$ cat config.mk
export PLATFORM = sky130hd
export DESIGN_NAME = result_writer_flat
export DESIGN_NICKNAME = d
export VERILOG_FILES = /design/src/rtl/cnn_pkg.sv /design/src/rtl/mem_bus_if.sv /design/src/rtl/result_writer.sv /design/src/flat_wrapper.sv
export SDC_FILE = /design/constraint.sdc
export NUM_CORES = 1
export LEC_CHECK = 0
export BUFFER_PORTS_ARGS = -buffer_cell sky130_fd_sc_hd__buf_2
export CELL_PAD_IN_SITES_DETAIL_PLACEMENT = 1
export CELL_PAD_IN_SITES_GLOBAL_PLACEMENT = 2
export CORE_AREA = 2 2 97 99
export CTS_BUF_LIST = sky130_fd_sc_hd__clkbuf_8
export DETAILED_ROUTE_END_ITERATION = 8
export DIE_AREA = 0 0 99 101
export GPL_TIMING_DRIVEN = 0
export PLACE_DENSITY = 0.83
export SETUP_SLACK_MARGIN = 0.2
export SLEW_MARGIN = 20
export SYNTH_ARGS = -nofsm -noshare
export SYNTH_HDL_FRONTEND = slang
export SYNTH_SLANG_ARGS = --single-unit
$ cat constraint.sdc
create_clock -name clk -period 2.65 [get_ports clk]
set_clock_uncertainty 0.05 [all_clocks]
set_input_delay 0.1325 -clock clk [delete_from_list [all_inputs] [get_ports clk]]
set_output_delay 0.1325 -clock clk [all_outputs]
set_load 0.05 [all_outputs]
$ cat src/rtl/cnn_pkg.sv
`default_nettype none

package cnn_pkg;

  // layer geometry
  localparam int IMG_DIM   = 6;
  localparam int K_DIM     = 3;
  localparam int OUT_DIM   = 4;  // IMG_DIM - K_DIM + 1
  localparam int POOL_DIM  = 2;
  localparam int N_CH      = 4;  // filters, one PE each

  // memory layout, four bytes per word, first byte on top
  localparam int IMG_WORDS = 9;
  localparam int W_WORDS   = 9;
  localparam int OUT_WORDS = 4;  // one word per channel
  localparam int ADDR_W    = 8;

  typedef logic [7:0]         byte_t;
  typedef logic signed [7:0]  wgt_t;
  typedef logic [31:0]        word_t;
  typedef logic signed [31:0] acc_t;

  typedef byte_t [K_DIM*K_DIM-1:0]     window_t;     // index ky*K_DIM + kx
  typedef wgt_t  [K_DIM*K_DIM-1:0]     kernel_t;
  typedef byte_t [IMG_DIM*IMG_DIM-1:0] img_cache_t;  // row-major pixels

  // [channel][pooled position]
  typedef byte_t [N_CH-1:0][POOL_DIM*POOL_DIM-1:0] pool_out_t;

endpackage

`default_nettype wire

$ cat src/rtl/mem_bus_if.sv
`timescale 1ns/1ps
`default_nettype none

// one requester on the shared memory port
interface mem_bus_if import cnn_pkg::*; ();

  logic              req;
  logic              we;
  logic [ADDR_W-1:0] addr;
  word_t             wdata;
  logic              gnt;     // transfer when req && gnt
  logic              rvalid;  // one cycle after a granted read
  word_t             rdata;

  modport master (output req, we, addr, wdata, input gnt, rvalid, rdata);
  modport slave  (input req, we, addr, wdata, output gnt, rvalid, rdata);

endinterface

`default_nettype wire

$ cat src/rtl/result_writer.sv
`timescale 1ns/1ps
`default_nettype none

module result_writer import cnn_pkg::*; #(
  parameter int OUT_BASE = 32
) (
  input  wire            clk,
  input  wire            rst,
  input  wire            i_flush,
  output logic           o_written,
  input  wire pool_out_t i_pooled,
  mem_bus_if.master      bus
);

  localparam int IDX_W = $clog2(OUT_WORDS);

  logic             busy_q;
  logic [IDX_W-1:0] w_idx;  // channel being written

  assign bus.req  = busy_q;
  assign bus.we   = 1'b1;
  assign bus.addr = ADDR_W'(OUT_BASE + w_idx);

  // pooled position 0 in the top byte
  always_comb begin
    for (int p = 0; p < POOL_DIM*POOL_DIM; p++) begin
      bus.wdata[31-8*p -: 8] = i_pooled[w_idx][p];
    end
  end

  always_ff @(posedge clk or posedge rst) begin
    if (rst) begin
      busy_q    <= 1'b0;
      w_idx     <= '0;
      o_written <= 1'b0;
    end else begin
      o_written <= bus.gnt && (w_idx == OUT_WORDS - 1);
      if (i_flush) begin
        busy_q <= 1'b1;
        w_idx  <= '0;
      end else if (bus.gnt) begin
        w_idx <= w_idx + 1'b1;
        if (w_idx == OUT_WORDS - 1) busy_q <= 1'b0;
      end
    end
  end

endmodule

`default_nettype wire

$ cat src/flat_wrapper.sv
// flat-port wrapper written by rule: the top's interface ports become plain ports
module result_writer_flat import cnn_pkg::*;
#(
  parameter int OUT_BASE = 32
)
  (clk, rst, i_flush, o_written, i_pooled, bus_req, bus_we, bus_addr, bus_wdata, bus_gnt, bus_rvalid, bus_rdata);
  mem_bus_if bus_i ();
  input  wire clk;
  input  wire rst;
  input  wire i_flush;
  output logic o_written;
  input  wire pool_out_t i_pooled;
  output wire logic [$bits(bus_i.req)-1:0] bus_req;
  output wire logic [$bits(bus_i.we)-1:0] bus_we;
  output wire logic [$bits(bus_i.addr)-1:0] bus_addr;
  output wire logic [$bits(bus_i.wdata)-1:0] bus_wdata;
  input wire logic [$bits(bus_i.gnt)-1:0] bus_gnt;
  input wire logic [$bits(bus_i.rvalid)-1:0] bus_rvalid;
  input wire logic [$bits(bus_i.rdata)-1:0] bus_rdata;
  assign bus_req = bus_i.req;
  assign bus_we = bus_i.we;
  assign bus_addr = bus_i.addr;
  assign bus_wdata = bus_i.wdata;
  assign bus_i.gnt = bus_gnt;
  assign bus_i.rvalid = bus_rvalid;
  assign bus_i.rdata = bus_rdata;
  result_writer #(.OUT_BASE(OUT_BASE)) u_core (.clk(clk), .rst(rst), .i_flush(i_flush), .o_written(o_written), .i_pooled(i_pooled), .bus(bus_i));
endmodule
==> impl_summary.md, run 1 <==
Run status
The flow ran to the end, and the final reports show no timing, DRC or antenna violations.

Placement
The congestion estimate from routability-driven global placement came to 0.701. At the placement stage, the worst setup path has a slack of 0.869 ns. The count of input and output buffers is 167. The post-detailed-placement half-perimeter wirelength is 4620 um.

The number of placed instances, taps included, is 345.

Floorplan
The standard-cell row count is 35. The floorplan step defined a core boundary enclosing 0.00898 sq mm. Measured along the x axis, the die boundary spans 99 um.

The die boundary height is 101 um. The number of top-level pins is 208. The initial cell density of the core is 11.6%. The die outline area is 0.0100 sq mm.

Clock network
After clock tree synthesis, the clock-pin slew on the worst setup and hold paths is 0.03 ns. CTS saw 4 sinks. The H-tree depth reported by CTS is 1. The post-CTS resize count is 0. No sink is reached through more buffers than the 2 on the longest clock path. Buffers inserted to repair hold after CTS numbered 1. The library cell used as clock root buffer is sky130_fd_sc_hd__clkbuf_8.

The number of buffers created by CTS is 3. The post-CTS setup buffer count is 0. The later-pin clock latency in the skew report is 0.22 ns. The clock tree from TritonCTS is done.

Layout
The leading cell type in the layout, fill and taps excluded is sky130_fd_sc_hd__buf_2. The top cell types in the final layout, fill and taps aside, are sky130_fd_sc_hd__buf_2, sky130_fd_sc_hd__mux4_2, sky130_fd_sc_hd__buf_4, sky130_fd_sc_hd__conb_1, sky130_fd_sc_hd__dfrtp_1. The post-route netlist has 89.5% of its cells at a drive strength greater than 1. 0 antenna diodes ended up in the layout. For this run, the post-layout net count is 406.

The final standard cell count with taps included and fillers excluded is 349. Compared with the post-synthesis result, the final layout area differs by 100%.

STA
Setup violations remaining at the end of the flow were counted as 0. The final-layout setup total negative slack is 0 ns. For this run, the top clock speed supported by timing is 0.513 GHz. The final count of hold timing violations is 0. Setup repair after global routing left no endpoint under its margin. The max-slew violation total from the final report is 0. The smallest clock period supported by the final layout is computed as 1.95 ns. The share of the clock period used by the worst path is 73.6%. The final critical-path setup slack is 0.701 ns.

Power and ir drop
The total leakage power is 0.00107 uW. The power density over the cells is 421 mW/mm^2. The largest voltage drop on the vdd net is 0.182 mV.

Route
For this block, the initial DRC count from the detailed router was 3. The final routed DRC violation total is 0. The antenna violation net count after detailed routing is 0. The via-per-instance ratio is 3.93.

For this block, the via count after detailed routing is 1370. Dividing the detail-routed wire length by the instance count gives 14.5 um. After detailed routing, the total wire length is 5070 um. The first-pass iteration count of the detailed router is 2.

Yosys
The register area share after synthesis is 9.63%. For this run, the number of Yosys warnings is 0. After synthesis the netlist holds a flip-flop and latch count of 4. The synthesized instance count is 62. In this run the cell area of the synthesized design comes to 0.00104 sq mm. The synthesized netlist contains 16 unique library cells.

Averaged over all synthesized cells, the footprint is 16.8 sq um.

Critical path
The origin of the worst setup path is u_core.w_idx[1]. STA puts the critical path data arrival time at 1.77 ns. The capture point of the critical path is bus_wdata[26]. The signal on the critical path passes through clkbuf_1 > buf_2 > mux4_2 > buf_2. The reg-to-reg critical path startpoint is u_core.w_idx[1]. The critical path capture point type is a primary output. The startpoint class of the critical path is a flop. Among the stages of the critical path, the cell type that occurs most often is sky130_fd_sc_hd__buf_2. The endpoint identified for the worst register-to-register timing path is u_core.w_idx[1]. In this run the worst path has a maximum fanout of 10.

Among all stages on the critical path, the largest delay is contributed by sky130_fd_sc_hd__dfrtp_1. Counting cells, the worst reg-to-reg path comes to 4. The worst register-to-register path has a setup slack of 1.33 ns. The required time at the worst-slack endpoint is 2.47 ns. The largest incremental delay on the critical path is 0.37 ns.

The start-to-end type of the worst setup path is reg -> out.

Global routing
The largest net degree at the start of global routing is 11. The via count of the first global-routing pass is 1506. The wire length of the first global-routing pass is 7690 um. The total track usage is 9.57%. The number of antenna violations at the first check in global routing was 0. The final global-route overflow total is 0.

Run
The tool flagged a number of max-cap violations equal to 0.

Min path
The path type of the worst min-delay path is in -> reg.
-- how the worst min path moves through the flow --
stage                     slack (ns)              end  depth (start not counted)    start
after detailed placement       -0.02   u_core.bus.req                          2      rst
after floorplan                -0.15   u_core.bus.req                          1      rst
after CTS                       0.06  u_core.w_idx[0]                          2  i_flush
final                           0.05  u_core.w_idx[0]                          2  i_flush
after global routing            0.07  u_core.w_idx[0]                          2  i_flush
after global placement         -0.03   u_core.bus.req                          2      rst
-- cells in the mapped netlist --
| master | number | share of area, % |
|---|---|---|
| sky130_fd_sc_hd__nand2_1 | 1 | 0.36 |
| sky130_fd_sc_hd__buf_2 | 3 | 1.4 |
| sky130_fd_sc_hd__dfrtp_1 | 4 | 9.6 |
| sky130_fd_sc_hd__buf_12 | 3 | 5.8 |
| sky130_fd_sc_hd__buf_6 | 1 | 1.1 |
| sky130_fd_sc_hd__buf_4 | 7 | 5.1 |
| sky130_fd_sc_hd__mux4_2 | 29 | 63 |
| sky130_fd_sc_hd__mux4_1 | 3 | 7.6 |
| sky130_fd_sc_hd__a21o_1 | 1 | 0.72 |
| sky130_fd_sc_hd__inv_1 | 2 | 0.72 |
| sky130_fd_sc_hd__ha_1 | 1 | 1.2 |
| sky130_fd_sc_hd__clkbuf_1 | 1 | 0.36 |
| sky130_fd_sc_hd__nor2_1 | 2 | 0.72 |
| sky130_fd_sc_hd__mux2i_1 | 1 | 0.96 |
| sky130_fd_sc_hd__xnor2_1 | 1 | 0.84 |
| sky130_fd_sc_hd__conb_1 | 2 | 0.72 |
-- final cells by class --
type | count | area (sq um)
plain buffers | 15 | 143
clock buffers | 3 | 41.3
fillers | 1096 | 6890
inverters | 2 | 7.51
multi-input cells | 46 | 808
flip-flops and latches | 4 | 100
well taps | 111 | 139
repair buffers | 168 | 846
-- critical path, delay by kind of cell (launching register included) --
family | cells | cell delay, ns
flops | 1 | 0.37
mux | 1 | 0.34
buf+inv | 3 | 0.84
-- stage by stage --
step / util [%] / total power (uW) / area [sq um] / hold slack, ns
2_1_floorplan: - / 570 / 1060 / -0.151
3_5_place_dp: 22.6 / 758 / 2030 / -0.0243
4_1_cts: 23.2 / 892 / 2080 / 0.0556
3_3_place_gp: 22.6 / 750 / 2030 / -0.0347
5_1_grt: 23.2 / 926 / 2080 / 0.0691
6_report: 23.2 / 878 / 2080 / 0.0529
-- per-layer routing --
metal	vias to the layer above	routed length [um]	part of all wire [%]	track usage, %
met4	0	60	1.2	2.00
li1	615	-	-	-
met2	91	2780	55	18.2
met5	-	0	0	0
met1	656	1730	34	10.6
met3	8	501	9.9	2.64
-- where the power goes --
group / switching (uW) / total (uW) / internal (uW)
clock network: 30.7 / 128 / 96.8
logic: 422 / 683 / 260
registers: 3.19 / 68.1 / 64.9
total: 456 / 878 / 422
-- kinds of logic after synthesis --
family | Yosys count | share of synthesized area (%)
AO/OA/AOI/OAI | 1 | 0.722
adder cells (fa/ha/maj) | 1 | 1.20
multiplexers | 33 | 71.4
flip-flops | 4 | 9.63
buffers and inverters | 17 | 14.4
XOR/XNOR | 1 | 0.843
AND/OR/NAND/NOR | 3 | 1.08
other | 2 | 0.722
-- flip-flops by register name, indices dropped and copies added (netlist names) --
| register | flops |
|---|---|
| u_core.bus.req | 1 |
| u_core.o_written | 1 |
| u_core.w_idx | 2 |
Note: power is estimated with default switching activity, not from simulation.
==> run 2, diff against run 1 <==
--- a/config.mk
+++ b/config.mk
@@ -8,12 +8,12 @@
 export BUFFER_PORTS_ARGS = -buffer_cell sky130_fd_sc_hd__buf_2
 export CELL_PAD_IN_SITES_DETAIL_PLACEMENT = 1
 export CELL_PAD_IN_SITES_GLOBAL_PLACEMENT = 2
-export CORE_AREA = 2 2 97 99
+export CORE_AREA = 2 2 105 107
 export CTS_BUF_LIST = sky130_fd_sc_hd__clkbuf_8
 export DETAILED_ROUTE_END_ITERATION = 8
-export DIE_AREA = 0 0 99 101
+export DIE_AREA = 0 0 107 109
 export GPL_TIMING_DRIVEN = 0
-export PLACE_DENSITY = 0.83
+export PLACE_DENSITY = 0.75
 export SETUP_SLACK_MARGIN = 0.2
 export SLEW_MARGIN = 20
 export SYNTH_ARGS = -nofsm -noshare
==> constraint.sdc (replaced) <==
create_clock -name clk -period 1.6 [get_ports clk]
set_clock_uncertainty 0.05 [all_clocks]
set_input_delay 0.08 -clock clk [delete_from_list [all_inputs] [get_ports clk]]
set_output_delay 0.08 -clock clk [all_outputs]
set_load 0.05 [all_outputs]
==> impl_summary.md, run 2 (same netlist as run 1, synthesis figures left out) <==
Critical path
The startpoint class of the critical path is a flop. For this design, the slowest cell found on the critical path is sky130_fd_sc_hd__mux4_2. For the worst setup path, the data required time is 1.47 ns. The critical path capture point type is a primary output. The data arrival time at the worst-slack endpoint is 1.59 ns.

Together, buffers and inverters on the worst path number 3. The cell family contributing the most delay on the critical path is multiplexers. Of all nets on the critical path, the largest fanout is 7. The setup path with the least slack is of type reg -> out. On the worst path, the slowest cell contributes a delay of 0.50 ns. The critical path goes through buf_12 > clkbuf_16 > mux4_2 > buf_6.

Global routing
For met1 alone, demand over resource in global routing was 8.97%. The number of antenna violations at the first check in global routing is 0. The final global-route overflow total is 0. met2 is the most crowded layer. Global routing used 2.33% of the available met3 tracks.

The wire length of the first global-routing pass is 7800 um. Entering global routing, the biggest net connects 11 pins. The via count of the first global-routing pass is 1476. The global-route met2 utilization is 17.9%.

The total track usage is 8.77%.

Power and ir drop
The power density over the cells is 700 mW/mm^2. The total leakage power is 0.00119 uW. The completed layout was analyzed and its total power is 1710 uW. The largest voltage drop on the vdd net is 0.359 mV.

Clock network
After clock tree synthesis, the clock-pin slew on the worst setup and hold paths is 0.03 ns. CTS built an H-tree with a depth of 1. Clock tree synthesis inserted a total of 3 buffers.

For this design, the sink count on the clock tree is 4. Clock tree synthesis selected as its root buffer the cell sky130_fd_sc_hd__clkbuf_8. The clock tree buffer depth is 2.

The later-pin clock latency in the skew report is 0.22 ns. TritonCTS built the clock tree.

Placement
The HPWL after detailed placement is 4890 um. Prior to clock tree synthesis, the placed netlist has a worst setup slack of -0.164 ns. The cell count after placement is 374.

The final weighted congestion in routability-driven placement is 0.711. The count of input and output buffers is 167.

STA
The top achievable clock speed is 0.580 GHz. The shortest period the worst path allows is 1.72 ns. The final count of hold timing violations is 0.

The final critical-path setup slack is -0.124 ns. The max-slew violation total from the final report came to 0. The final-layout worst hold slack is 0.0972 ns.

The share of the clock period used by the worst path is 108%. Setup violations remaining at the end of the flow were counted as 32. Setup repair after global routing could not meet its margin everywhere.

Layout
The register with the most flip-flops in the layout has 2 of them. After filler insertion, the fill cell instance count of the layout stands at 1257. The fraction of layout cells with a size suffix above 1 is 91.8%. The signed area change from the synthesized netlist to the final layout is 136%. The library cell used most frequently in the layout, excluding fill and tap cells, is sky130_fd_sc_hd__buf_2. Cells fill 23.1% of the core in the end. For this run, the number of standard cells in the final layout without fillers is 385. The area taken by flip-flops and latches is 103 sq um. The largest register by flop count is u_core.w_idx. The top cell types in the final layout, fill and taps aside, are sky130_fd_sc_hd__buf_2, sky130_fd_sc_hd__mux4_2, sky130_fd_sc_hd__buf_6.

The area of the multi-input gates is 797 sq um. The number of nets in the layout is 413. The repair_antennas step left the layout with diodes totalling 0.

Floorplan
The floorplan die width is 107 um. The die boundary height is 109 um. The initial cell density of the core is 9.81%.

The die outline area is 0.0117 sq mm. The initialized floorplan defines 38 standard-cell rows. The core region is 0.0106 sq mm. 208 I/O pins were placed.

Route
After detailed routing, the number of remaining DRC violations is 0. In this run, the number of DRC markers left after iteration 0 of detailed routing was 23. The via-per-instance ratio is 3.62. For this run, the detailed router's first-pass iteration total came to 4. The via total after detailed routing is 1394.

The total wirelength of the detailed-routed design is 5630 um. In the final routed layout, each cell accounts on average for 14.6 um. The antenna violation net count after detailed routing is 0.

Run status
The run finished, with violations left. The final reports fail on setup timing.

Run
The max-cap violation count is 0.

Min path
The path type of the worst min-delay path is in -> reg.
==> run 2: changes by cell type in the layout (fill, tap and decap cells not counted), sizes merged <==
cell,before,now
dlygate4sd3,1,2
clkbuf,4,6
buf,181,185
==> run 2: path summary, 6_finish.rpt <==
path                                       from          endpoint  slack, ns  depth (start not counted)
worst min register to register   u_core.bus.req    u_core.bus.req       0.44                          1
worst max register to register  u_core.w_idx[0]   u_core.w_idx[0]       0.36                          5
max in group asynchronous                   rst   u_core.w_idx[1]       1.09                          3
worst min-delay path                    bus_gnt  u_core.o_written        0.1                          3
min in group asynchronous                   rst    u_core.bus.req       0.24                          3
worst max-delay path            u_core.w_idx[0]     bus_wdata[24]      -0.12                          4
==> run 2: layout make-up <==
| class | instances | share of cell area, % |
|---|---|---|
| sequential | 4 | 4.19 |
| clock buffer | 3 | 1.68 |
| multi-input combinational | 46 | 32.5 |
| inverter | 2 | 0.306 |
| timing repair buffer | 175 | 47.6 |
| tap | 140 | 7.15 |
| buffer | 15 | 6.53 |
==> run 2: through the flow <==
stage                     setup TNS [ns]  cell area [sq um]
after floorplan                    -1.35               1060
after global placement             -1.86               2070
after detailed placement           -3.59               2070
after CTS                          -4.10               2380
after global routing               -4.83               2450
final                              -3.16               2450
==> run 2: power breakdown <==
part | total [uW] | switching, uW | internal, uW
logic | 1390 | 748 | 639
registers | 113 | 4.95 | 108
clock network | 214 | 53.7 | 161
==> run 2: worst register-to-register path: cells and delay by family, from the launching register on <==
family	cells	cell delay (ns)
buf+inv	3	0.46
flops	1	0.41
xor+xnor	1	0.16
simple gates	1	0.05
==> run 2: what timing repair did <==
item	in CTS	in global routing
endpoints found under the setup margin	33	32
endpoints found under the hold margin	5	0
hold buffers	2	0
buffers inserted	2	1
cloned	1	2
resized for setup	74	3
==> run 2: per-layer routing <==
layer	wire [um]	vias to the layer above
li1	-	629
met1	1880	672
met2	3140	93
met3	605	0
met4	0	0
met5	0	-
==> run 3, diff against run 2 <==
--- a/config.mk
+++ b/config.mk
@@ -13,6 +13,7 @@
 export DETAILED_ROUTE_END_ITERATION = 8
 export DIE_AREA = 0 0 107 109
 export GPL_TIMING_DRIVEN = 0
+export MAX_ROUTING_LAYER = met4
 export PLACE_DENSITY = 0.75
 export SETUP_SLACK_MARGIN = 0.2
 export SLEW_MARGIN = 20
==> constraint.sdc (replaced) <==
create_clock -name clk -period 1.55 [get_ports clk]
set_clock_uncertainty 0.05 [all_clocks]
set_input_delay 0.0775 -clock clk [delete_from_list [all_inputs] [get_ports clk]]
set_output_delay 0.0775 -clock clk [all_outputs]
set_load 0.05 [all_outputs]
==> impl_summary.md, run 3 (same netlist as run 1, synthesis figures left out) <==
Run status
The flow ran to the end, but the final reports show violations. The final reports fail on setup timing.

Layout
The area of the multi-input gates is 797 sq um. From synthesis to final layout, the design area changed by 136%. Fill cells in the final layout number 1257. After the last flow step, the layout net total stands at 413.

The register with the most flip-flops in the layout has 2 of them. Leaving out fill and tap cells, the most frequent cell in the layout is sky130_fd_sc_hd__buf_2. 0 antenna diodes ended up in the layout.

The final standard cell count with taps included and fillers excluded is 385. Ranked by flip-flop count, first place goes to u_core.w_idx. The area of all placed cells without fillers is 0.00245 sq mm. In the layout the commonest cells are sky130_fd_sc_hd__buf_2, sky130_fd_sc_hd__mux4_2, sky130_fd_sc_hd__buf_6.

Of the cells placed in the final design, the portion with a size suffix greater than 1 is 91.8%. The area taken by flip-flops and latches is 103 sq um.

Run
The max-cap violation count is 0.

Global routing
The via count of the first global-routing pass is 1475. The wire length of the first global-routing pass is 7790 um. The largest net degree at the start of global routing is 11.

The total overflow left after global routing is 0. The total track usage is 9.02%. The number of antenna violations at the first check in global routing is 0.

STA
Setup repair after global routing could not meet its margin everywhere. The shortest period the worst path allows is 1.72 ns. The final-layout setup total negative slack is -4.69 ns.

After layout, the worst path uses 111% of the clock period. The top achievable clock speed is 0.581 GHz. The final count of hold timing violations came to 0. The final setup violation count is 32. The final-layout worst hold slack is 0.0919 ns.

Setup slack on the critical path of the routed design comes to -0.172 ns. The max-slew violation total from the final report is 0.

Min path
The path type of the worst min-delay path is in -> reg.

Floorplan
In this run the vertical extent of the chip is 109 um. The region available for standard cell placement spans 0.0106 sq mm. The number of top-level pins is 208. The die outline area is 0.0117 sq mm. The floorplan step set the die width to 107 um.

The standard-cell row count is 38. Once the floorplan was initialized, standard cells occupied 9.81% of the core.

Clock network
TritonCTS built the clock tree. Clock tree synthesis inserted a total of 3 buffers. Clock-pin slew was measured on the worst setup and hold paths at 0.03 ns. The clock reaches the later pin of the worst-skew pair after 0.22 ns. The library cell used as clock root buffer is sky130_fd_sc_hd__clkbuf_8.

The longest clock path from root to sink contains 2 buffers. CTS saw 4 sinks. CTS built an H-tree with a depth of 1.

Route
The final routed DRC violation total is 0. The total wirelength of the detailed-routed design is 5620 um. After detailed routing, the average wire length per cell comes to 14.6 um. The detailed router finished its first iteration with 22 violations.

The via-per-instance ratio is 3.63. The antenna violation net count after detailed routing is 0. Across all layers, the routed design uses 1397 vias.

The first detailed-routing pass took 4 iterations.

Power and ir drop
Power spread over the standard cell area amounts to 722 mW/mm^2. Summed over all cells, the static leakage comes to 0.00119 uW. The largest voltage drop on the vdd net is 0.370 mV. Summing internal, switching and leakage power gives 1770 uW.

Critical path
In this run the critical register-to-register path is captured at u_core.w_idx[0]. The most critical setup path has its startpoint at u_core.w_idx[0]. The critical path capture point type is a primary output. The startpoint class of the critical path is a flop. By startpoint and endpoint, the worst setup path is classified as reg -> out. Measured in cells, the most critical reg-to-reg path has a length of 5. The largest fanout on the critical path is 7.

The register-to-register path setup slack is 0.31 ns. The reg-to-reg critical path startpoint is u_core.w_idx[0]. For the worst setup path, the data arrival time is 1.59 ns. The required time at the worst-slack endpoint is 1.42 ns. The capture point of the critical path is bus_wdata[24].

Placement
Input and output buffers added on the ports amount to 167. Counting tap cells, the placed design contains a total of 374 instances. The final weighted congestion in routability-driven placement is 0.719. Once placement finished, the instance area stood at 0.00207 sq mm. The post-detailed-placement half-perimeter wirelength is 4890 um.
-- run 3: final cells by class --
class,instances,share of cell area [%]
Timing Repair Buffer,175,47.6
Clock buffer,3,1.68
Sequential cell,4,4.19
Inverter,2,0.306
Multi-Input combinational cell,46,32.5
Buffer,15,6.53
Tap cell,140,7.15
-- run 3: worst max-delay path, stage by stage, from the launching register on --
cell and delay (ns):
sky130_fd_sc_hd__dfrtp_2 0.37, sky130_fd_sc_hd__buf_12 0.16, sky130_fd_sc_hd__clkbuf_16 0.16, sky130_fd_sc_hd__mux4_2 0.50, sky130_fd_sc_hd__buf_6 0.17
-- run 3: power breakdown --
| group | switching [uW] | total [uW] | internal [uW] |
|---|---|---|---|
| clock | 55.3 | 221 | 166 |
| combinational | 773 | 1430 | 660 |
| sequential | 5.11 | 117 | 112 |
-- run 3: worst min path at each step --
stage                        from          endpoint  slack (ns)  cells after the start
final                     bus_gnt  u_core.o_written        0.09                      3
after detailed placement      rst    u_core.bus.req       -0.08                      2
after CTS                 bus_gnt  u_core.o_written        0.09                      3
after floorplan               rst    u_core.bus.req       -0.21                      1
after global routing      bus_gnt  u_core.o_written        0.13                      3
after global placement        rst    u_core.bus.req       -0.09                      2
-- run 3: per-stage QoR --
step | utilization [%] | worst slack, ns
after floorplan | - | -0.0942
after global placement | 19.5 | -0.157
after detailed placement | 19.5 | -0.211
after CTS | 22.5 | -0.210
after global routing | 23.1 | -0.218
final | 23.1 | -0.172
-- run 3: layer usage --
metal	GRT usage, %	share of wire (%)	vias to the layer above
met2	17.9	56	93
li1	-	-	629
met1	9.12	34	675
met4	1.39	0	0
met5	-	0	-
met3	2.09	10	0
-- run 3: repair_timing --
| item | CTS | global route |
|---|---|---|
| endpoints found under the setup margin | 33 | 32 |
| setup buffers | 2 | 1 |
| hold endpoints to repair | 5 | 0 |
| hold buffers | 2 | 0 |
| resized for setup | 74 | 3 |
| cloned | 1 | 2 |
